**config.mk**
```make
export PLATFORM = sky130hd
export DESIGN_NAME = laser_link_top
export DESIGN_NICKNAME = d
export VERILOG_FILES = /design/src/design/laser_link_pkg.sv /design/src/design/byte_queue_if.sv /design/src/design/byte_fifo.sv /design/src/design/laser_serializer.sv /design/src/design/laser_deserializer.sv /design/src/design/frame_tag_detector.sv /design/src/design/link_controller.sv /design/src/design/laser_link_top.sv
export SDC_FILE = /design/constraint.sdc
export NUM_CORES = 1
export LEC_CHECK = 0
export ABC_CLOCK_PERIOD_IN_PS = 5700
export BUFFER_PORTS_ARGS = -buffer_cell sky130_fd_sc_hd__buf_2
export CAP_MARGIN = 5
export CORE_MARGIN = 4
export CORE_UTILIZATION = 48
export DETAILED_ROUTE_END_ITERATION = 16
export SKIP_CTS_REPAIR_TIMING = 1
export SYNTH_ARGS = -nofsm -noshare
export SYNTH_HDL_FRONTEND = slang
export SYNTH_SLANG_ARGS = --single-unit
```
**constraint.sdc**
```tcl
create_clock -name clock -period 5.7 [get_ports clock]
set_input_delay 0.285 -clock clock [delete_from_list [all_inputs] [get_ports clock]]
set_output_delay 0.285 -clock clock [all_outputs]
set_load 0.005 [all_outputs]
```
**src/design/laser_link_pkg.sv**
```systemverilog
`default_nettype none

package laser_link_pkg;

    // One byte on the laser line or at the host queues
    typedef logic [7:0] link_byte_t;

    typedef enum logic [2:0] {
        TAG_START,
        TAG_DATA,
        TAG_STOP,
        TAG_ERROR,
        TAG_DONE
    } tag_t;

    localparam int NUM_TAGS = 5;

    // Handshake bytes
    localparam link_byte_t HS_REQUEST = 8'hAA;
    localparam link_byte_t HS_ACK     = 8'h10;

    // Tag words go out most significant byte first
    // First bytes must stay unique across all tags
    localparam logic [31:0] TAG_WORD_START = 32'hC1C2C3C4;
    localparam logic [31:0] TAG_WORD_DATA  = 32'hD1D2D3D4;
    localparam logic [31:0] TAG_WORD_STOP  = 32'h51525354;
    localparam logic [31:0] TAG_WORD_ERROR = 32'hB1B2B3B4;
    localparam logic [31:0] TAG_WORD_DONE  = 32'hA1A2A3A4;

    function automatic logic [31:0] tag_word(input tag_t kind);
        case (kind)
            TAG_START: return TAG_WORD_START;
            TAG_DATA:  return TAG_WORD_DATA;
            TAG_STOP:  return TAG_WORD_STOP;
            TAG_ERROR: return TAG_WORD_ERROR;
            default:   return TAG_WORD_DONE;
        endcase
    endfunction

endpackage

`default_nettype wire

```
**src/design/byte_queue_if.sv**
```systemverilog
`timescale 1ns/10ps
`default_nettype none

interface byte_queue_if;

    logic       push;
    logic [7:0] push_data;
    logic       full;
    logic       pop;
    logic [7:0] pop_data;
    logic       empty;

    modport writer (
        output push,
        output push_data,
        input  full
    );

    modport reader (
        output pop,
        input  pop_data,
        input  empty
    );

    modport fifo (
        input  push,
        input  push_data,
        input  pop,
        output full,
        output pop_data,
        output empty
    );

endinterface

`default_nettype wire

```
**src/design/byte_fifo.sv**
```systemverilog
`timescale 1ns/10ps
`default_nettype none

module byte_fifo
    import laser_link_pkg::*;
#(
    parameter int FIFO_DEPTH = 16
) (
    input  logic       clock,
    input  logic       reset,
    byte_queue_if.fifo queue
);

    localparam int PTR_W   = (FIFO_DEPTH > 1) ? $clog2(FIFO_DEPTH) : 1;
    localparam int COUNT_W = $clog2(FIFO_DEPTH + 1);

    link_byte_t         mem [FIFO_DEPTH];
    logic [PTR_W-1:0]   wr_ptr;
    logic [PTR_W-1:0]   rd_ptr;
    logic [COUNT_W-1:0] count;
    logic               do_push;
    logic               do_pop;

    // Pointers wrap at the depth, which need not be a power of two
    function automatic logic [PTR_W-1:0] next_ptr(input logic [PTR_W-1:0] ptr);
        return (ptr == PTR_W'(FIFO_DEPTH - 1)) ? '0 : ptr + 1'b1;
    endfunction

    assign queue.full     = (count == COUNT_W'(FIFO_DEPTH));
    assign queue.empty    = (count == '0);
    assign queue.pop_data = mem[rd_ptr];

    // Illegal requests are simply ignored
    assign do_push = queue.push && !queue.full;
    assign do_pop  = queue.pop && !queue.empty;

    always_ff @(posedge clock) begin
        if (do_push) begin
            mem[wr_ptr] <= queue.push_data;
        end
    end

    always_ff @(posedge clock, posedge reset) begin
        if (reset) begin
            wr_ptr <= '0;
            rd_ptr <= '0;
            count  <= '0;
        end else begin
            if (do_push) begin
                wr_ptr <= next_ptr(wr_ptr);
            end
            if (do_pop) begin
                rd_ptr <= next_ptr(rd_ptr);
            end
            case ({do_push, do_pop})
                2'b10:   count <= count + 1'b1;
                2'b01:   count <= count - 1'b1;
                default: count <= count;
            endcase
        end
    end

endmodule

`default_nettype wire

```
**src/design/laser_serializer.sv**
```systemverilog
`timescale 1ns/10ps
`default_nettype none

module laser_serializer
    import laser_link_pkg::*;
#(
    parameter int CLOCKS_PER_BIT = 16
) (
    input  logic       clock,
    input  logic       reset,
    input  logic       send,
    input  link_byte_t data,
    output logic       busy,
    output logic       done,
    output logic       laser_out
);

    localparam int CNT_W = (CLOCKS_PER_BIT > 1) ? $clog2(CLOCKS_PER_BIT) : 1;

    logic [CNT_W-1:0] clk_count;
    logic [3:0]       bit_count;
    logic [8:0]       shift;
    logic             bit_end;

    assign bit_end = busy && (clk_count == CNT_W'(CLOCKS_PER_BIT - 1));

    // Data bits then stop bit, LSB first
    always_ff @(posedge clock) begin
        if (!busy && send) begin
            shift <= {1'b1, data};
        end else if (bit_end) begin
            shift <= {1'b1, shift[8:1]};
        end
    end

    always_ff @(posedge clock, posedge reset) begin
        if (reset) begin
            busy      <= 1'b0;
            done      <= 1'b0;
            laser_out <= 1'b1;
            clk_count <= '0;
            bit_count <= '0;
        end else begin
            done <= 1'b0;
            if (!busy) begin
                if (send) begin
                    // Start bit goes out right away
                    busy      <= 1'b1;
                    laser_out <= 1'b0;
                    clk_count <= '0;
                    bit_count <= '0;
                end
            end else if (bit_end) begin
                clk_count <= '0;
                if (bit_count == 4'd9) begin
                    busy      <= 1'b0;
                    done      <= 1'b1;
                    laser_out <= 1'b1;
                end else begin
                    laser_out <= shift[0];
                    bit_count <= bit_count + 1'b1;
                end
            end else begin
                clk_count <= clk_count + 1'b1;
            end
        end
    end

endmodule

`default_nettype wire

```
**src/design/laser_deserializer.sv**
```systemverilog
`timescale 1ns/10ps
`default_nettype none

module laser_deserializer
    import laser_link_pkg::*;
#(
    parameter int CLOCKS_PER_BIT = 16
) (
    input  logic       clock,
    input  logic       reset,
    input  logic       laser_in,
    output link_byte_t data,
    output logic       valid
);

    localparam int CNT_W    = (CLOCKS_PER_BIT > 1) ? $clog2(CLOCKS_PER_BIT) : 1;
    localparam int HALF_BIT = CLOCKS_PER_BIT / 2;

    typedef enum logic [1:0] {
        RX_IDLE,
        RX_START,
        RX_DATA,
        RX_STOP
    } rx_state_t;

    rx_state_t        state;
    logic             line_meta;
    logic             line_sync;
    logic             line_prev;
    logic [CNT_W-1:0] clk_count;
    logic [2:0]       bit_count;
    logic             bit_end;
    link_byte_t       shift;

    assign bit_end = (clk_count == CNT_W'(CLOCKS_PER_BIT - 1));
    assign data    = shift;

    // Two-flop synchronizer plus edge history, idle high
    always_ff @(posedge clock, posedge reset) begin
        if (reset) begin
            line_meta <= 1'b1;
            line_sync <= 1'b1;
            line_prev <= 1'b1;
        end else begin
            line_meta <= laser_in;
            line_sync <= line_meta;
            line_prev <= line_sync;
        end
    end

    // LSB arrives first so shift toward bit 0
    always_ff @(posedge clock) begin
        if (state == RX_DATA && bit_end) begin
            shift <= {line_sync, shift[7:1]};
        end
    end

    always_ff @(posedge clock, posedge reset) begin
        if (reset) begin
            state     <= RX_IDLE;
            clk_count <= '0;
            bit_count <= '0;
            valid     <= 1'b0;
        end else begin
            valid <= 1'b0;
            case (state)
                RX_IDLE: begin
                    if (line_prev && !line_sync) begin
                        state     <= RX_START;
                        clk_count <= '0;
                    end
                end
                RX_START: begin
                    // Recheck at mid start bit to reject glitches
                    if (clk_count == CNT_W'(HALF_BIT - 1)) begin
                        clk_count <= '0;
                        bit_count <= '0;
                        state     <= line_sync ? RX_IDLE : RX_DATA;
                    end else begin
                        clk_count <= clk_count + 1'b1;
                    end
                end
                RX_DATA: begin
                    if (bit_end) begin
                        clk_count <= '0;
                        bit_count <= bit_count + 1'b1;
                        if (bit_count == 3'd7) begin
                            state <= RX_STOP;
                        end
                    end else begin
                        clk_count <= clk_count + 1'b1;
                    end
                end
                default: begin
                    if (bit_end) begin
                        // Framing error drops the byte
                        clk_count <= '0;
                        valid     <= line_sync;
                        state     <= RX_IDLE;
                    end else begin
                        clk_count <= clk_count + 1'b1;
                    end
                end
            endcase
        end
    end

endmodule

`default_nettype wire

```
**src/design/frame_tag_detector.sv**
```systemverilog
`timescale 1ns/10ps
`default_nettype none

module frame_tag_detector
    import laser_link_pkg::*;
(
    input  logic       clock,
    input  logic       reset,
    input  link_byte_t data,
    input  logic       valid,
    output logic       tag_seen,
    output tag_t       tag_kind
);

    typedef enum logic [1:0] {
        WAIT_FIRST,
        SAW_ONE,
        SAW_TWO,
        SAW_THREE
    } match_state_t;

    match_state_t state;
    match_state_t next_state;
    tag_t         candidate;
    tag_t         first_kind;
    logic         first_hit;
    logic [31:0]  cand_word;
    link_byte_t   expected;

    assign cand_word = tag_word(candidate);
    assign tag_kind  = candidate;

    // First bytes are unique so at most one tag hits
    always_comb begin : first_lookup
        logic [31:0] word;
        first_hit  = 1'b0;
        first_kind = TAG_START;
        for (int i = 0; i < NUM_TAGS; i++) begin
            word = tag_word(tag_t'(i));
            if (data == word[31:24]) begin
                first_hit  = 1'b1;
                first_kind = tag_t'(i);
            end
        end
    end

    always_comb begin
        case (state)
            SAW_ONE: expected = cand_word[23:16];
            SAW_TWO: expected = cand_word[15:8];
            default: expected = cand_word[7:0];
        endcase
    end

    always_comb begin
        next_state = state;
        tag_seen   = 1'b0;
        if (valid) begin
            if (state == WAIT_FIRST) begin
                if (first_hit) begin
                    next_state = SAW_ONE;
                end
            end else if (data != expected) begin
                // Mismatching byte is not retried as a first byte
                next_state = WAIT_FIRST;
            end else if (state == SAW_THREE) begin
                tag_seen   = 1'b1;
                next_state = WAIT_FIRST;
            end else begin
                next_state = match_state_t'(state + 1'b1);
            end
        end
    end

    always_ff @(posedge clock, posedge reset) begin
        if (reset) begin
            state     <= WAIT_FIRST;
            candidate <= TAG_START;
        end else begin
            state <= next_state;
            if (valid && state == WAIT_FIRST && first_hit) begin
                candidate <= first_kind;
            end
        end
    end

endmodule

`default_nettype wire

```
**src/design/link_controller.sv**
```systemverilog
`timescale 1ns/10ps
`default_nettype none

module link_controller
    import laser_link_pkg::*;
#(
    parameter int CLOCKS_PER_BIT  = 16,
    parameter int MAX_RX_BYTES    = 1024,
    parameter int HS_TIMEOUT_BITS = 1024
) (
    input  logic         clock,
    input  logic         reset,
    byte_queue_if.reader tx_queue,
    byte_queue_if.writer rx_queue,
    output logic         send,
    output link_byte_t   send_data,
    input  logic         tx_busy,
    input  logic         tx_done,
    input  link_byte_t   rx_data,
    input  logic         rx_valid,
    input  logic         tag_seen,
    input  tag_t         tag_kind
);

    // Timer limits in clock cycles
    localparam int ALIGN_CYCLES   = 12 * CLOCKS_PER_BIT;
    localparam int GAP_CYCLES     = 16 * CLOCKS_PER_BIT;
    localparam int SILENCE_CYCLES = 12 * CLOCKS_PER_BIT;
    localparam int HS_CYCLES      = HS_TIMEOUT_BITS * CLOCKS_PER_BIT;
    localparam int TIMER_MAX      = (HS_CYCLES > GAP_CYCLES) ? HS_CYCLES : GAP_CYCLES;
    localparam int TIMER_W        = $clog2(TIMER_MAX + 1);
    localparam int COUNT_W        = $clog2(MAX_RX_BYTES + 1);

    typedef enum logic [3:0] {
        IDLE,
        HS_TX_REQUEST,
        HS_TX_ALIGN,
        TX_SEND,
        TX_WAIT,
        TX_GAP,
        HS_RX_REPLY,
        RX_LOAD_TAG,
        RX_RECEIVE
    } state_t;

    state_t              state;
    state_t              next_state;
    logic [TIMER_W-1:0]  timer;
    logic                timer_clear;
    logic [COUNT_W-1:0]  byte_count;
    logic                count_inc;
    logic [1:0]          tag_index;
    logic                tag_advance;
    logic                tag_load;
    tag_t                tag_latched;
    logic [3:0][7:0]     tag_bytes;
    logic                saw_request;
    logic                saw_ack;

    assign tag_bytes   = tag_word(tag_latched);
    assign saw_request = rx_valid && (rx_data == HS_REQUEST);
    assign saw_ack     = rx_valid && (rx_data == HS_ACK);

    always_comb begin
        next_state          = state;
        send                = 1'b0;
        send_data           = HS_REQUEST;
        tx_queue.pop        = 1'b0;
        rx_queue.push       = 1'b0;
        rx_queue.push_data  = rx_data;
        timer_clear         = 1'b0;
        count_inc           = 1'b0;
        tag_advance         = 1'b0;
        tag_load            = 1'b0;

        case (state)
            IDLE: begin
                // Outgoing data wins over a far-end request
                if (!tx_queue.empty) begin
                    next_state = HS_TX_REQUEST;
                end else if (saw_request) begin
                    next_state = HS_RX_REPLY;
                    send       = !tx_busy;
                    send_data  = HS_ACK;
                end
            end
            HS_TX_REQUEST: begin
                // Keep asking until the far end acknowledges
                send = !tx_busy && !saw_ack;
                if (saw_ack) begin
                    next_state = HS_TX_ALIGN;
                end
            end
            HS_TX_ALIGN: begin
                if (timer >= TIMER_W'(ALIGN_CYCLES) && !tx_busy) begin
                    next_state = TX_SEND;
                end
            end
            TX_SEND: begin
                if (tx_queue.empty) begin
                    next_state = TX_GAP;
                end else if (!tx_busy) begin
                    send         = 1'b1;
                    send_data    = tx_queue.pop_data;
                    tx_queue.pop = 1'b1;
                    next_state   = TX_WAIT;
                end
            end
            TX_WAIT: begin
                if (tx_done) begin
                    next_state = TX_SEND;
                end
            end
            TX_GAP: begin
                if (timer >= TIMER_W'(GAP_CYCLES)) begin
                    next_state = IDLE;
                end
            end
            HS_RX_REPLY: begin
                if (saw_request && !tx_busy) begin
                    send      = 1'b1;
                    send_data = HS_ACK;
                end
                if (tag_seen) begin
                    tag_load   = 1'b1;
                    next_state = RX_LOAD_TAG;
                end else if (timer >= TIMER_W'(HS_CYCLES)) begin
                    next_state = IDLE;
                end
            end
            RX_LOAD_TAG: begin
                // Stalls here while the receive queue is full
                rx_queue.push_data = tag_bytes[2'd3 - tag_index];
                if (!rx_queue.full) begin
                    rx_queue.push = 1'b1;
                    tag_advance   = 1'b1;
                    if (tag_index == 2'd3) begin
                        next_state = RX_RECEIVE;
                    end
                end
            end
            RX_RECEIVE: begin
                if (byte_count == COUNT_W'(MAX_RX_BYTES)) begin
                    next_state = IDLE;
                end else if (timer >= TIMER_W'(SILENCE_CYCLES)) begin
                    next_state = IDLE;
                end else if (rx_valid) begin
                    // Bytes are dropped, but still counted, when the queue is full
                    timer_clear   = 1'b1;
                    count_inc     = 1'b1;
                    rx_queue.push = !rx_queue.full;
                end
            end
            default: begin
                next_state = IDLE;
            end
        endcase

        if (next_state != state) begin
            timer_clear = 1'b1;
        end
    end

    always_ff @(posedge clock, posedge reset) begin
        if (reset) begin
            state       <= IDLE;
            timer       <= '0;
            byte_count  <= '0;
            tag_index   <= '0;
            tag_latched <= TAG_START;
        end else begin
            state <= next_state;

            if (timer_clear) begin
                timer <= '0;
            end else if (timer != TIMER_W'(TIMER_MAX)) begin
                timer <= timer + 1'b1;
            end

            if (state != RX_RECEIVE) begin
                byte_count <= '0;
            end else if (count_inc) begin
                byte_count <= byte_count + 1'b1;
            end

            if (state != RX_LOAD_TAG) begin
                tag_index <= '0;
            end else if (tag_advance) begin
                tag_index <= tag_index + 1'b1;
            end

            if (tag_load) begin
                tag_latched <= tag_kind;
            end
        end
    end

endmodule

`default_nettype wire

```
**src/design/laser_link_top.sv**
```systemverilog
`timescale 1ns/10ps
`default_nettype none

module laser_link_top
    import laser_link_pkg::*;
#(
    parameter int CLOCKS_PER_BIT  = 16,
    parameter int FIFO_DEPTH      = 16,
    parameter int MAX_RX_BYTES    = 1024,
    parameter int HS_TIMEOUT_BITS = 1024
) (
    input  logic       clock,
    input  logic       reset,
    input  link_byte_t host_in_data,
    input  logic       host_in_valid,
    output logic       host_in_full,
    output link_byte_t host_out_data,
    output logic       host_out_valid,
    input  logic       host_out_read,
    output logic       laser_tx,
    input  logic       laser_rx
);

    logic       send;
    link_byte_t send_data;
    logic       tx_busy;
    logic       tx_done;
    link_byte_t rx_data;
    logic       rx_valid;
    logic       tag_seen;
    tag_t       tag_kind;

    byte_queue_if tx_queue ();
    byte_queue_if rx_queue ();

    // Host side of both queues
    assign tx_queue.push      = host_in_valid;
    assign tx_queue.push_data = host_in_data;
    assign host_in_full       = tx_queue.full;
    assign rx_queue.pop       = host_out_read;
    assign host_out_data      = rx_queue.pop_data;
    assign host_out_valid     = !rx_queue.empty;

    byte_fifo #(.FIFO_DEPTH(FIFO_DEPTH)) tx_fifo_i (
        .clock (clock),
        .reset (reset),
        .queue (tx_queue)
    );

    byte_fifo #(.FIFO_DEPTH(FIFO_DEPTH)) rx_fifo_i (
        .clock (clock),
        .reset (reset),
        .queue (rx_queue)
    );

    laser_serializer #(.CLOCKS_PER_BIT(CLOCKS_PER_BIT)) laser_serializer_i (
        .clock     (clock),
        .reset     (reset),
        .send      (send),
        .data      (send_data),
        .busy      (tx_busy),
        .done      (tx_done),
        .laser_out (laser_tx)
    );

    laser_deserializer #(.CLOCKS_PER_BIT(CLOCKS_PER_BIT)) laser_deserializer_i (
        .clock    (clock),
        .reset    (reset),
        .laser_in (laser_rx),
        .data     (rx_data),
        .valid    (rx_valid)
    );

    frame_tag_detector frame_tag_detector_i (
        .clock    (clock),
        .reset    (reset),
        .data     (rx_data),
        .valid    (rx_valid),
        .tag_seen (tag_seen),
        .tag_kind (tag_kind)
    );

    link_controller #(
        .CLOCKS_PER_BIT  (CLOCKS_PER_BIT),
        .MAX_RX_BYTES    (MAX_RX_BYTES),
        .HS_TIMEOUT_BITS (HS_TIMEOUT_BITS)
    ) link_controller_i (
        .clock     (clock),
        .reset     (reset),
        .tx_queue  (tx_queue),
        .rx_queue  (rx_queue),
        .send      (send),
        .send_data (send_data),
        .tx_busy   (tx_busy),
        .tx_done   (tx_done),
        .rx_data   (rx_data),
        .rx_valid  (rx_valid),
        .tag_seen  (tag_seen),
        .tag_kind  (tag_kind)
    );

endmodule

`default_nettype wire

```
==> results of run 1 <==
==> power by group <==
| part | total (mW) | leakage (nW) | internal [mW] | switching [mW] |
|---|---|---|---|---|
| combinational | 1.12 | 1.98 | 0.547 | 0.570 |
| sequential | 3.17 | 3.61 | 3.00 | 0.170 |
| clock | 2.36 | 0.581 | 1.39 | 0.976 |
==> registers in the layout, summed over array words and instances (netlist names), 5 cells and up <==
| register | cells |
|---|---|
| rx_fifo_i.mem | 128 |
| tx_fifo_i.mem | 128 |
| link_controller_i.timer | 15 |
| link_controller_i.byte_count | 11 |
| laser_deserializer_i.data | 8 |
| laser_serializer_i.shift | 8 |
| rx_fifo_i.count | 5 |
| tx_fifo_i.count | 5 |
==> cell families after synthesis <==
kind of cell / after synthesis
mux: 91
flops: 362
fa+ha+maj: 40
compound gates: 121
simple gates: 298
xor+xnor: 41
buf+inv: 89
==> per-stage QoR <==
stage               total power [mW]   util  cell area [um^2]  hold slack, ps
floorplan                       4.02      -             15900             289
global placement                4.35  0.504             16500             346
detailed placement              4.37  0.504             16500             347
CTS                             6.75  0.541             17600            -158
global route                    6.98  0.542             17700             136
finish                          6.65  0.542             17700             135
==> cell type report <==
cell class | count | area, um^2
clock buffers | 49 | 1040
clock inverters | 17 | 149
fillers | 2608 | 15000
inverters | 38 | 145
multi-input cells | 591 | 5110
flip-flops and latches | 362 | 10400
well taps | 442 | 553
repair buffers | 38 | 233
==> metal layers <==
layer / share of wire / track usage / up-vias
met1: 0.45 / 0.238 / 4267
met4: 0.019 / 0.0392 / 0
met2: 0.51 / 0.297 / 94
met3: 0.027 / 0.0244 / 43
li1: - / - / 4043
met5: 0 / 0 / -
==> cell usage in the layout (no fill, tap or decap), types with 5 or more instances in the layout <==
cell type                   count
sky130_fd_sc_hd__and2_1         6
sky130_fd_sc_hd__buf_2         23
sky130_fd_sc_hd__nor2_1        64
sky130_fd_sc_hd__mux2_2         6
sky130_fd_sc_hd__clkinv_1       6
sky130_fd_sc_hd__nor3_1        12
sky130_fd_sc_hd__and3_1         9
sky130_fd_sc_hd__a21oi_1       29
sky130_fd_sc_hd__ha_1          38
sky130_fd_sc_hd__mux4_2        80
sky130_fd_sc_hd__edfxtp_1     272
sky130_fd_sc_hd__nand4_1        9
sky130_fd_sc_hd__clkbuf_1       8
sky130_fd_sc_hd__xor2_1        23
sky130_fd_sc_hd__inv_1         36
sky130_fd_sc_hd__nor4_1        13
sky130_fd_sc_hd__a21o_1         5
sky130_fd_sc_hd__nand2_1       94
sky130_fd_sc_hd__or3_1          7
sky130_fd_sc_hd__o21ai_0       48
sky130_fd_sc_hd__nand2b_1      10
sky130_fd_sc_hd__mux2i_1        5
sky130_fd_sc_hd__nand3_1       33
sky130_fd_sc_hd__dfrtp_1       84
sky130_fd_sc_hd__buf_4         13
sky130_fd_sc_hd__clkinv_2       6
sky130_fd_sc_hd__clkbuf_16     40
sky130_fd_sc_hd__a31oi_1        6
sky130_fd_sc_hd__nor4_2        10
sky130_fd_sc_hd__xnor2_1       16
sky130_fd_sc_hd__nor2b_1        6
sky130_fd_sc_hd__o31ai_1        5
==> worst paths after layout <==
check | startpoint | to | slack [ps]
hold / removal | host_in_data[0] | tx_fifo_i.mem[13][0] | 140
hold reg to reg | laser_deserializer_i.line_meta | laser_deserializer_i.line_sync | 350
setup reg to reg | link_controller_i.timer[13] | rx_fifo_i.count[4] | 2120
setup / recovery | link_controller_i.timer[13] | rx_fifo_i.count[4] | 2120
min in group asynchronous | reset | link_controller_i.timer[0] | 470
max in group asynchronous | reset | rx_fifo_i.rd_ptr[0] | 4190
==> results.env, run 1 <==
RESULT_OF_THE_RUN='complete, no violations'
DETAIL_ROUTE.WL_PER_CELL_UM=19.9
TIMING.FMAX_MHz=279
SYNTH.YOSYS.SEQ_AREA_SHARE=0.655
PATH_CELLS='nor4_1 > nand3_1 > nor2b_1 > nand3_1 > a21boi_0 > buf_4 > inv_1 > ha_1 > inv_1 > fa_1 > inv_1 > a21o_1 > a21oi_1 > xnor2_1 > nor2_1 > xor2_1'
CLOCK_TREE.HTREE_LEVEL_COUNT=2
TOTAL_WIRE_LENGTH_MM=30.6
SYNTH-EDFF-COUNT=272
NETLIST_TOP_CELLS_COUNT='sky130_fd_sc_hd__edfxtp_1 (272), sky130_fd_sc_hd__nand2_1 (94), sky130_fd_sc_hd__dfrtp_1 (86), sky130_fd_sc_hd__mux4_2 (80), sky130_fd_sc_hd__nor2_1 (64)'
SYNTH.TOP_CELLS.BY_AREA='sky130_fd_sc_hd__edfxtp_1 (51%), sky130_fd_sc_hd__dfrtp_1 (14%), sky130_fd_sc_hd__mux4_2 (11%)'
PLACE.DETAILED.HPWL_MM=19.8
SYNTH.NET_COUNT=1095
FINAL_HOLD_VIOL_COUNT=0
PATH_COMMON_CELL='sky130_fd_sc_hd__inv_1'
CRIT_REQUIRED_PS=6110
CRITICAL_PATH_CLASS='flop to flop'
AREAGROWTHSYNTHTOFINISH_PCT=11.1
CRITICAL_PATH.TOP_DELAY_FAMILY='simple AND/OR/NAND/NOR gates'
MAIN_FLOP_TYPE_AFTER_SYNTHESIS='sky130_fd_sc_hd__edfxtp_1'
SYNTH.LARGEST_AREA_CELL='sky130_fd_sc_hd__edfxtp_1'
DETAIL-ROUTE-ANTENNA-NETS=0
CORE.ROWCOUNT=66
NUMPLACEDINSTANCES=1469
SYNTH-SEQ-CELLS=362
TIGHTESTPINTRANSITION_PS=992
CRIT_PATH_MAX_CELL_DELAY_PS=470
TOTAL_LEAKAGE_POWER_nW=6.17
PLACE_CONGESTION=0.748
DIE_AR_UM2=36100
WORSTHOLDPATHTYPE='primary input to flop'
CLK_PIN_SLEW_PS=60
SETUP_TOTAL_NEGATIVE_SLACK_PS=0
WORST_SETUP_PATH_END_KIND='flop'
SYNTH-ADDER-AREA-SHARE=0.0324
GR-TOTAL-OVERFLOW=0
IR_WORST_VDD_mV=0.290
FIRST_GLOBAL_VIAS=8641
SYN_INST=1042
FINAL_LAYOUT_SIZE_SUFFIX_GT1_FRAC=0.184
GRT_PASS1_WL_MM=49.2
TIMING.FINAL.SETUP_VIOLATIONS=0
ANTENNA_DIODE_COUNT=0
CRIT_PATH_TOP_DELAY_CELL='sky130_fd_sc_hd__nor2b_1'
POST_SYNTH.CELL_AREA_AVG_UM2=15.3
SYNTH_AREA_IN_COMPOUND_GATES=0.0452
YOSYSWARNINGCOUNT=0
POST_SYNTH_XOR_AREA_FRACTION=0.0249
DIE_Y_UM=190
MAXSLEWVIOLCOUNT=0
WORST_SLACK_PS=2120
DIE-WIDTH_UM=190
SYNTH.DISTINCT_CELLS=65
FIRST_PASS_ITERS=5
MAXCAPVIOLATIONS=0
FIN_CELLS=1537
ROOT_BUFFER='sky130_fd_sc_hd__clkbuf_16'
CLKLATENCYLATEPIN_PS=520
INITIAL_CORE_UTIL=0.488
IO_BUFFERS=23
FFS_W_ASYNC_S_R_SYNTH=0.249
FLOORPLAN.IO_PINS=24
POWER-PER-CELL-AREA_nW_PER_UM2=377
CTS.SINK_COUNT=362
POST_SYNTH_AND_OR_NAND_NOR_AREA_FRACTION=0.0971
ROUTE.VIAS.TOTAL=8447
RR_WORST_DEPTH=16
CRITICAL_PATH.MAX_FANOUT=11
SYNTHMUXAREASHARE=0.121
NNETSFINAL=1123
TIMING.FINAL.CRIT_PERIOD_PS=3580
CP-START-KIND='flop'
WORST_SLEW_MARGIN_REL=0.336
DPL_WORST_SLACK_PS=2070
CTS-BUFFERS-INSERTED=39
ANTENNA_VIOLATIONS_BEFORE_REPAIR=0
CP.ARRIVAL_PS=3990
RSZ_0062_RAISED_AFTER_GLOBAL_ROUTING='no'
FP.COREAREA_UM2=32600
CRITPATHBUFINV=4
COMBINATIONAL_FAMILY_WITH_THE_MOST_AREA_AFTER_SYNTHESIS='multiplexers'
CTS_TREE='done'
POST-SYNTH-TOP-COUNT-CELL='sky130_fd_sc_hd__edfxtp_1'
SYNTH_TOP_AREA_FRAC=0.514
AVGVIACOUNTPERCELL=5.50
GLOBAL_ROUTER_S_OVERALL_RESOURCE_USAGE=0.173
GRT_START_MAX_NET_PINS=58
FIN_WORST_SKEW_PS=16.3
CP_NUM_CELLS=16
DRT_DRC_VIOLATIONS_LEFT=0
MAPPEDNETLISTAREA_UM2=15900
CTS_MAX_PATH_BUFFERS=3
FINALCRITPERIODSHARE=0.628
WORST_HOLD_PATH_CELL_COUNT=1
FIRST_ITER_VIOLATIONS=585
Power figures use the tool's default switching activity.
==> run 2, diff against run 1 <==
Settings changed: ABC_AREA set to 1, ABC_CLOCK_PERIOD_IN_PS 5700 to 3200, PLACE_DENSITY set to 0.66.
Clock period 5.7 ns to 3.2 ns, I/O delays scaled along.
==> run 2 against run 1 <==
  * Non-clock buffer count increased by 35
  * Sequential cell count did not move
  * Combinational power increased by 130%
  * Via count rose by 28%
  * Global-route usage increased by 1.4 points
  * Worst hold slack worse by 120 ps
  * Register-to-register slack worse by 1900 ps
  * Cell count is 31% higher
  * Fmax rose by 22%
  * Critical endpoint unchanged
  * Highest routed layer unchanged
==> results.env, run 2 <==
FILLERINSTANCES=2833
DIE_Y_UM=192
ROUTE.VIAS.TOTAL=10841
MAXCAPVIOLATIONS=0
FINALCRITPERIODSHARE=0.919
FIRST_PASS_ITERS=5
POST-SYNTH-TOP-COUNT-CELL='sky130_fd_sc_hd__edfxtp_1'
MAXSLEWVIOLCOUNT=0
GR-TOTAL-OVERFLOW=0
RESULT_OF_THE_RUN='complete, no violations'
R2R_SLACK_PS=260
CLOCK_TREE.HTREE_LEVEL_COUNT=2
FINAL_CORE_UTILIZATION=0.549
NNETSFINAL=1581
FFS_W_ASYNC_S_R_SYNTH=0.249
FINAL_LAYOUT_SIZE_SUFFIX_GT1_FRAC=0.112
CP.ARRIVAL_PS=3340
WORST_SLEW_MARGIN_REL=0.377
NETLIST_TOP_CELLS_COUNT='sky130_fd_sc_hd__edfxtp_1 (272), sky130_fd_sc_hd__nor2_1 (225), sky130_fd_sc_hd__nand2_1 (199), sky130_fd_sc_hd__o21ai_0 (145), sky130_fd_sc_hd__inv_1 (102)'
CTS-BUFFERS-INSERTED=38
INITIAL_CORE_UTIL=0.485
FIN_WORST_SKEW_PS=28.1
SYNTH.DISTINCT_CELLS=47
CRITICAL_PATH_CLASS='flop to flop'
AVGVIACOUNTPERCELL=5.40
WORST_HOLD_SLACK_PS=18.5
FIRST_GLOBAL_VIAS=10587
MULTI_INPUT_COMB_AREA_UM2=5160
CRITICAL_PATH.MAX_FANOUT=8
SYNTH-EDFF-COUNT=272
ANTENNA_DIODE_COUNT=0
YOSYSWARNINGCOUNT=0
SYNTH-SEQ-CELLS=362
SYNTH.LARGEST_AREA_CELL='sky130_fd_sc_hd__edfxtp_1'
PLACE.DETAILED.HPWL_MM=21.7
LARGEST_REGISTERS='rx_fifo_i.mem: 128 flops, tx_fifo_i.mem: 128 flops, link_controller_i.timer: 15 flops'
CP-START-KIND='flop'
SYNTH.TOP_CELLS.BY_AREA='sky130_fd_sc_hd__edfxtp_1 (50%), sky130_fd_sc_hd__dfrtp_1 (13%), sky130_fd_sc_hd__nor2_1 (5.2%)'
WORST_SETUP_PATH_END_KIND='flop'
SYNTH.NET_COUNT=1522
TIMING.FINAL.CRIT_PERIOD_PS=2940
MAPPEDNETLISTAREA_UM2=16200
TIMING.FINAL.SETUP_VIOLATIONS=0
TOTAL_LEAKAGE_POWER_nW=7.05
GRT_START_MAX_NET_PINS=68
TIGHTESTPINTRANSITION_PS=931
TIMING.FMAX_MHz=340
FLOORPLAN.IO_PINS=24
ROOT_BUFFER='sky130_fd_sc_hd__clkbuf_16'
DRT_DRC_VIOLATIONS_LEFT=0
IO_BUFFERS=23
IR_WORST_VDD_mV=0.473
DIE-WIDTH_UM=192
WORSTHOLDPATHTYPE='primary input to flop'
ANTENNA_VIOLATIONS_BEFORE_REPAIR=0
DETAIL_ROUTE.WL_PER_CELL_UM=16.9
TOTAL_WIRE_LENGTH_MM=34.0
CRIT_PATH_TOP_DELAY_CELL='sky130_fd_sc_hd__dfrtp_1'
CORE.ROWCOUNT=67
PLACE_CONGESTION=0.840
AREAGROWTHSYNTHTOFINISH_PCT=13.0
SYNTH.YOSYS.SEQ_AREA_SHARE=0.642
GRT_PASS1_WL_MM=55.2
POWER-PER-CELL-AREA_nW_PER_UM2=694
POST_SYNTH.CELL_AREA_AVG_UM2=11.1
SYNTH_TOP_AREA_FRAC=0.503
FP.COREAREA_UM2=33400
CLKLATENCYLATEPIN_PS=530
DETAIL-ROUTE-ANTENNA-NETS=0
CTS_TREE='done'
PATH_CELLS='nor2_2 > nand2_2 > nor2_4 > nand2_2 > nor3_4 > nand2_2 > a21oi_4 > inv_2 > ha_1 > ha_1 > nand2_1 > nor2_1 > a211oi_1 > nand2_1 > nand2_1 > nor2_1 > xor2_1'
FINAL_CELL_MIX='sky130_fd_sc_hd__edfxtp_1 (272), sky130_fd_sc_hd__nor2_1 (225), sky130_fd_sc_hd__nand2_1 (199), sky130_fd_sc_hd__o21ai_0 (141), sky130_fd_sc_hd__inv_1 (101)'
DIE_AR_UM2=36800
FIRST_ITER_VIOLATIONS=976
CLK_PIN_SLEW_PS=60
SYN_INST=1469
CTS_MAX_PATH_BUFFERS=3
LAYOUT.CELLS.MOST_COMMON='sky130_fd_sc_hd__edfxtp_1'
MAIN_FLOP_TYPE_AFTER_SYNTHESIS='sky130_fd_sc_hd__edfxtp_1'
FINAL_HOLD_VIOL_COUNT=0
GLOBAL_ROUTER_S_OVERALL_RESOURCE_USAGE=0.187
REGAREA_UM2=10400
CRIT_PATH_MAX_CELL_DELAY_PS=450
CRIT_REQUIRED_PS=3600
CTS.SINK_COUNT=362
[run 2: cell count changes after synthesis, moves of 20 or more]
| cell | change |
|---|---|
| sky130_fd_sc_hd__inv_1 | +65 |
| sky130_fd_sc_hd__mux2i_1 | +22 |
| sky130_fd_sc_hd__mux4_2 | -80 |
| sky130_fd_sc_hd__nand2_1 | +105 |
| sky130_fd_sc_hd__nand3_1 | +41 |
| sky130_fd_sc_hd__nor2_1 | +161 |
| sky130_fd_sc_hd__o211ai_1 | +20 |
| sky130_fd_sc_hd__o21ai_0 | +97 |
| sky130_fd_sc_hd__o221ai_1 | +30 |
[run 2: final cells by class]
cell class	count	area share
clock buffer	48	0.0539
clock inverter	22	0.0150
inverter	110	0.0226
multi-input combinational	943	0.281
sequential	362	0.568
tap	448	0.0305
timing repair buffer	73	0.0285
[run 2: metal layers]
metal / vias to the layer above / track usage / wire (um)
li1: 5306 / - / -
met1: 5249 / 0.259 / 15400
met2: 232 / 0.312 / 16400
met3: 54 / 0.0282 / 1510
met4: 0 / 0.0478 / 727
met5: - / 0 / 0
[run 2: where the power goes]
group	switching, mW	total [mW]	internal, mW
Sequential	0.298	5.75	5.46
Combinational	1.62	2.55	0.930
Clock	1.76	4.45	2.69
[run 2: cells by family after synthesis]
family,Yosys count,synth area share
simple gates,578,0.154
flops,362,0.642
compound gates,267,0.0986
buf+inv,164,0.0398
fa+ha+maj,40,0.0317
xor+xnor,31,0.0167
mux,27,0.0166
[run 2: path summary, 6_finish.rpt]
| check | from | to | depth (start not counted) |
|---|---|---|---|
| max in group asynchronous | reset | rx_fifo_i.rd_ptr[0] | 4 |
| min in group asynchronous | reset | link_controller_i.timer[2] | 3 |
| worst min register to register | laser_deserializer_i.line_meta | laser_deserializer_i.line_sync | 0 |
| worst max register to register | link_controller_i.timer[10] | rx_fifo_i.count[4] | 17 |
| worst min-delay path | host_in_data[0] | tx_fifo_i.mem[11][0] | 1 |
| worst max-delay path | link_controller_i.timer[10] | rx_fifo_i.count[4] | 17 |
[run 2: metrics by stage]
stage / instance area (um^2) / setup WS [ps] / total power, mW / TNS (ps) / std cells
finish: 18400 / 261 / 12.7 / 0 / 2006
CTS: 18300 / 274 / 12.9 / 0 / 2001
global placement: 17000 / 313 / 8.32 / 0 / 1931
detailed placement: 17000 / 297 / 8.39 / 0 / 1931
floorplan: 16200 / 387 / 7.62 / 0 / 1469
global route: 18400 / -15.5 / 13.4 / -15.5 / 2006
[run 2: critical path: cells and delay by family, from the launching register on]
family,cells,cell delay [ps]
simple gates,11,1220
compound gates,2,390
buf+inv,1,50
fa+ha+maj,2,570
xor+xnor,1,130
flops,1,450
==> run 3, diff against run 2 <==
Settings changed: ABC_AREA 1 to unset, CORE_UTILIZATION 48 to 30, PLACE_DENSITY 0.66 to unset.
==> run 3 against run 2 <==
  * Cell count is 9.2% lower
  * Die area is 54% higher
  * Setup slack worse by 58 ps
  * Combinational power is 21% lower
  * Register-to-register slack worse by 60 ps
  * Worst hold slack worse by 2.1 ps
  * Critical endpoint unchanged
==> results.env, run 3 (synthesis results as in run 1) <==
FIRST_ITER_VIOLATIONS=562
LAYOUT.CELLS.MOST_COMMON='sky130_fd_sc_hd__edfxtp_1'
PLACE.DETAILED.HPWL_MM=20.1
DETAIL_ROUTE.WL_PER_CELL_UM=16.3
TOTAL_WIRE_LENGTH_MM=29.8
R2R_SLACK_PS=200
CRITICAL_PATH.MAX_FANOUT=4
TOTAL_LEAKAGE_POWER_nW=6.39
FIRST_GLOBAL_VIAS=8967
DIE_AR_UM2=56800
GRT_PASS1_WL_MM=48.8
ANTENNA_VIOLATIONS_BEFORE_REPAIR=0
RR_WORST_DEPTH=17
FIRST_PASS_ITERS=4
WORST_SETUP_PATH_END_KIND='flop'
CRIT_END='rx_fifo_i.count[4]'
GRT_START_MAX_NET_PINS=81
DETAIL-ROUTE-ANTENNA-NETS=0
GLOBAL_ROUTER_S_OVERALL_RESOURCE_USAGE=0.105
NUMPLACEDINSTANCES=1751
TOTALPOWERFINAL_mW=12.0
CORE.ROWCOUNT=84
RESULT_OF_THE_RUN='complete, no violations'
WORST_SLEW_MARGIN_REL=0.289
MAXSLEWVIOLCOUNT=0
LARGEST_REGISTERS='rx_fifo_i.mem: 128 flops, tx_fifo_i.mem: 128 flops, link_controller_i.timer: 15 flops'
CLKLATENCYLATEPIN_PS=530
LAUNCH_POINT_OF_THE_CRITICAL_PATH='link_controller_i.byte_count[0]'
CRITICAL_PATH_CLASS='flop to flop'
FINALCRITPERIODSHARE=0.937
TIGHTESTPINTRANSITION_PS=1070
DIE-WIDTH_UM=238
FLOORPLAN.IO_PINS=24
R2R-START='link_controller_i.byte_count[0]'
CTS_TREE='done'
FINAL_CELL_MIX='sky130_fd_sc_hd__edfxtp_1 (272), sky130_fd_sc_hd__nand2_1 (94), sky130_fd_sc_hd__dfrtp_1 (84), sky130_fd_sc_hd__mux4_2 (80), sky130_fd_sc_hd__nor2_1 (64)'
PLACE_AREA_UM2=17000
MAXCAPVIOLATIONS=0
FIN_CELLS=1822
CLOCK_TREE.HTREE_LEVEL_COUNT=2
CP.ARRIVAL_PS=3400
GR-TOTAL-OVERFLOW=0
IR_WORST_VDD_mV=0.500
CTS-BUFFERS-INSERTED=38
WORSTHOLDPATHTYPE='primary input to flop'
CRIT_REQUIRED_PS=3610
DIE_Y_UM=238
CTS.SINK_COUNT=362
AVGVIACOUNTPERCELL=4.75
FILLERINSTANCES=4978
NNETSFINAL=1160
POWER-PER-CELL-AREA_nW_PER_UM2=657
TIMING.FINAL.SETUP_VIOLATIONS=0
FINAL_HOLD_VIOL_COUNT=0
FINAL_LAYOUT_SIZE_SUFFIX_GT1_FRAC=0.212
INITIAL_CORE_UTIL=0.303
DRT_DRC_VIOLATIONS_LEFT=0
REG2REG_TO='rx_fifo_i.count[4]'
PLACE_CONGESTION=0.814
CLK_PIN_SLEW_PS=60
TIMING.FMAX_MHz=334
ROOT_BUFFER='sky130_fd_sc_hd__clkbuf_16'
FIN_AREA_UM2=18300
CTS_MAX_PATH_BUFFERS=3
CP-START-KIND='flop'
FP.COREAREA_UM2=52600
IO_BUFFERS=23
ANTENNA_DIODE_COUNT=0
ROUTE.VIAS.TOTAL=8654
AREAGROWTHSYNTHTOFINISH_PCT=15.1
TIMING.FINAL.CRIT_PERIOD_PS=3000
FIN_WORST_SKEW_PS=27.3
## run 3: cell count changes in the layout (fill, tap and decap cells not counted), moves of 22 or more
cell	before	now
sky130_fd_sc_hd__nor2_1	225	64
sky130_fd_sc_hd__mux2i_1	27	5
sky130_fd_sc_hd__inv_1	101	36
sky130_fd_sc_hd__nand2_1	199	94
sky130_fd_sc_hd__nand3_1	74	32
sky130_fd_sc_hd__o21ai_0	141	48
sky130_fd_sc_hd__mux4_2	0	80
sky130_fd_sc_hd__o221ai_1	30	0
## run 3: layout make-up
type	instances	area, um^2	share of cell area
clock inverter	18	191	0.0105
clock buffer	49	1040	0.0570
timing repair buffer	76	531	0.0290
sequential	362	10400	0.569
inverter	38	145	0.00793
tap	688	861	0.0470
multi-input combinational	591	5110	0.279
## run 3: how the worst min path moves through the flow
stage                          startpoint                             end  slack [ps]  depth (start not counted)
after floorplan                  laser_rx  laser_deserializer_i.line_meta         160                          0
after global placement           laser_rx  laser_deserializer_i.line_meta         300                          1
after detailed placement         laser_rx  laser_deserializer_i.line_meta         300                          1
after CTS                        laser_rx  laser_deserializer_i.line_meta        -250                          1
after global routing      host_in_data[5]             tx_fifo_i.mem[0][5]           4                          1
final                     host_in_data[5]             tx_fifo_i.mem[3][5]          20                          1
## run 3: metrics by stage
stage               setup TNS (ps)   util  hold slack, ps  worst slack (ps)
floorplan                        0      -             164              25.5
global route                 -24.0  0.348            4.29             -24.0
detailed placement               0  0.324             304               135
global placement                 0  0.324             300               187
CTS                              0  0.347            -253              99.8
finish                           0  0.348            16.4               202
## run 3: routing by layer
metal / vias up / share of wire / track usage
met5: - / 0 / 0
met4: 0 / 0.015 / 0.0193
met3: 41 / 0.038 / 0.0222
met2: 128 / 0.50 / 0.182
met1: 4376 / 0.44 / 0.139
li1: 4109 / - / -
## run 3: critical path, stage by stage, from the launching register on
cell and delay, ps:
sky130_fd_sc_hd__dfrtp_1 410, sky130_fd_sc_hd__inv_1 60, sky130_fd_sc_hd__ha_1 180, sky130_fd_sc_hd__nor4bb_2 170, sky130_fd_sc_hd__a31oi_1 180, sky130_fd_sc_hd__nor2b_2 210
sky130_fd_sc_hd__nand3_2 130, sky130_fd_sc_hd__a21boi_2 180, sky130_fd_sc_hd__inv_1 60, sky130_fd_sc_hd__ha_1 230, sky130_fd_sc_hd__inv_1 130, sky130_fd_sc_hd__fa_2 230
sky130_fd_sc_hd__inv_1 50, sky130_fd_sc_hd__a21o_1 170, sky130_fd_sc_hd__a21oi_1 170, sky130_fd_sc_hd__xnor2_1 130, sky130_fd_sc_hd__nor2_1 60, sky130_fd_sc_hd__xor2_1 140
## run 3: where the power goes
| group | total (mW) | internal [mW] | leakage (nW) | switching [mW] |
|---|---|---|---|---|
| Combinational | 2.02 | 1.01 | 2.18 | 1.01 |
| Clock | 4.37 | 2.62 | 0.604 | 1.75 |
| Sequential | 5.64 | 5.35 | 3.61 | 0.293 |
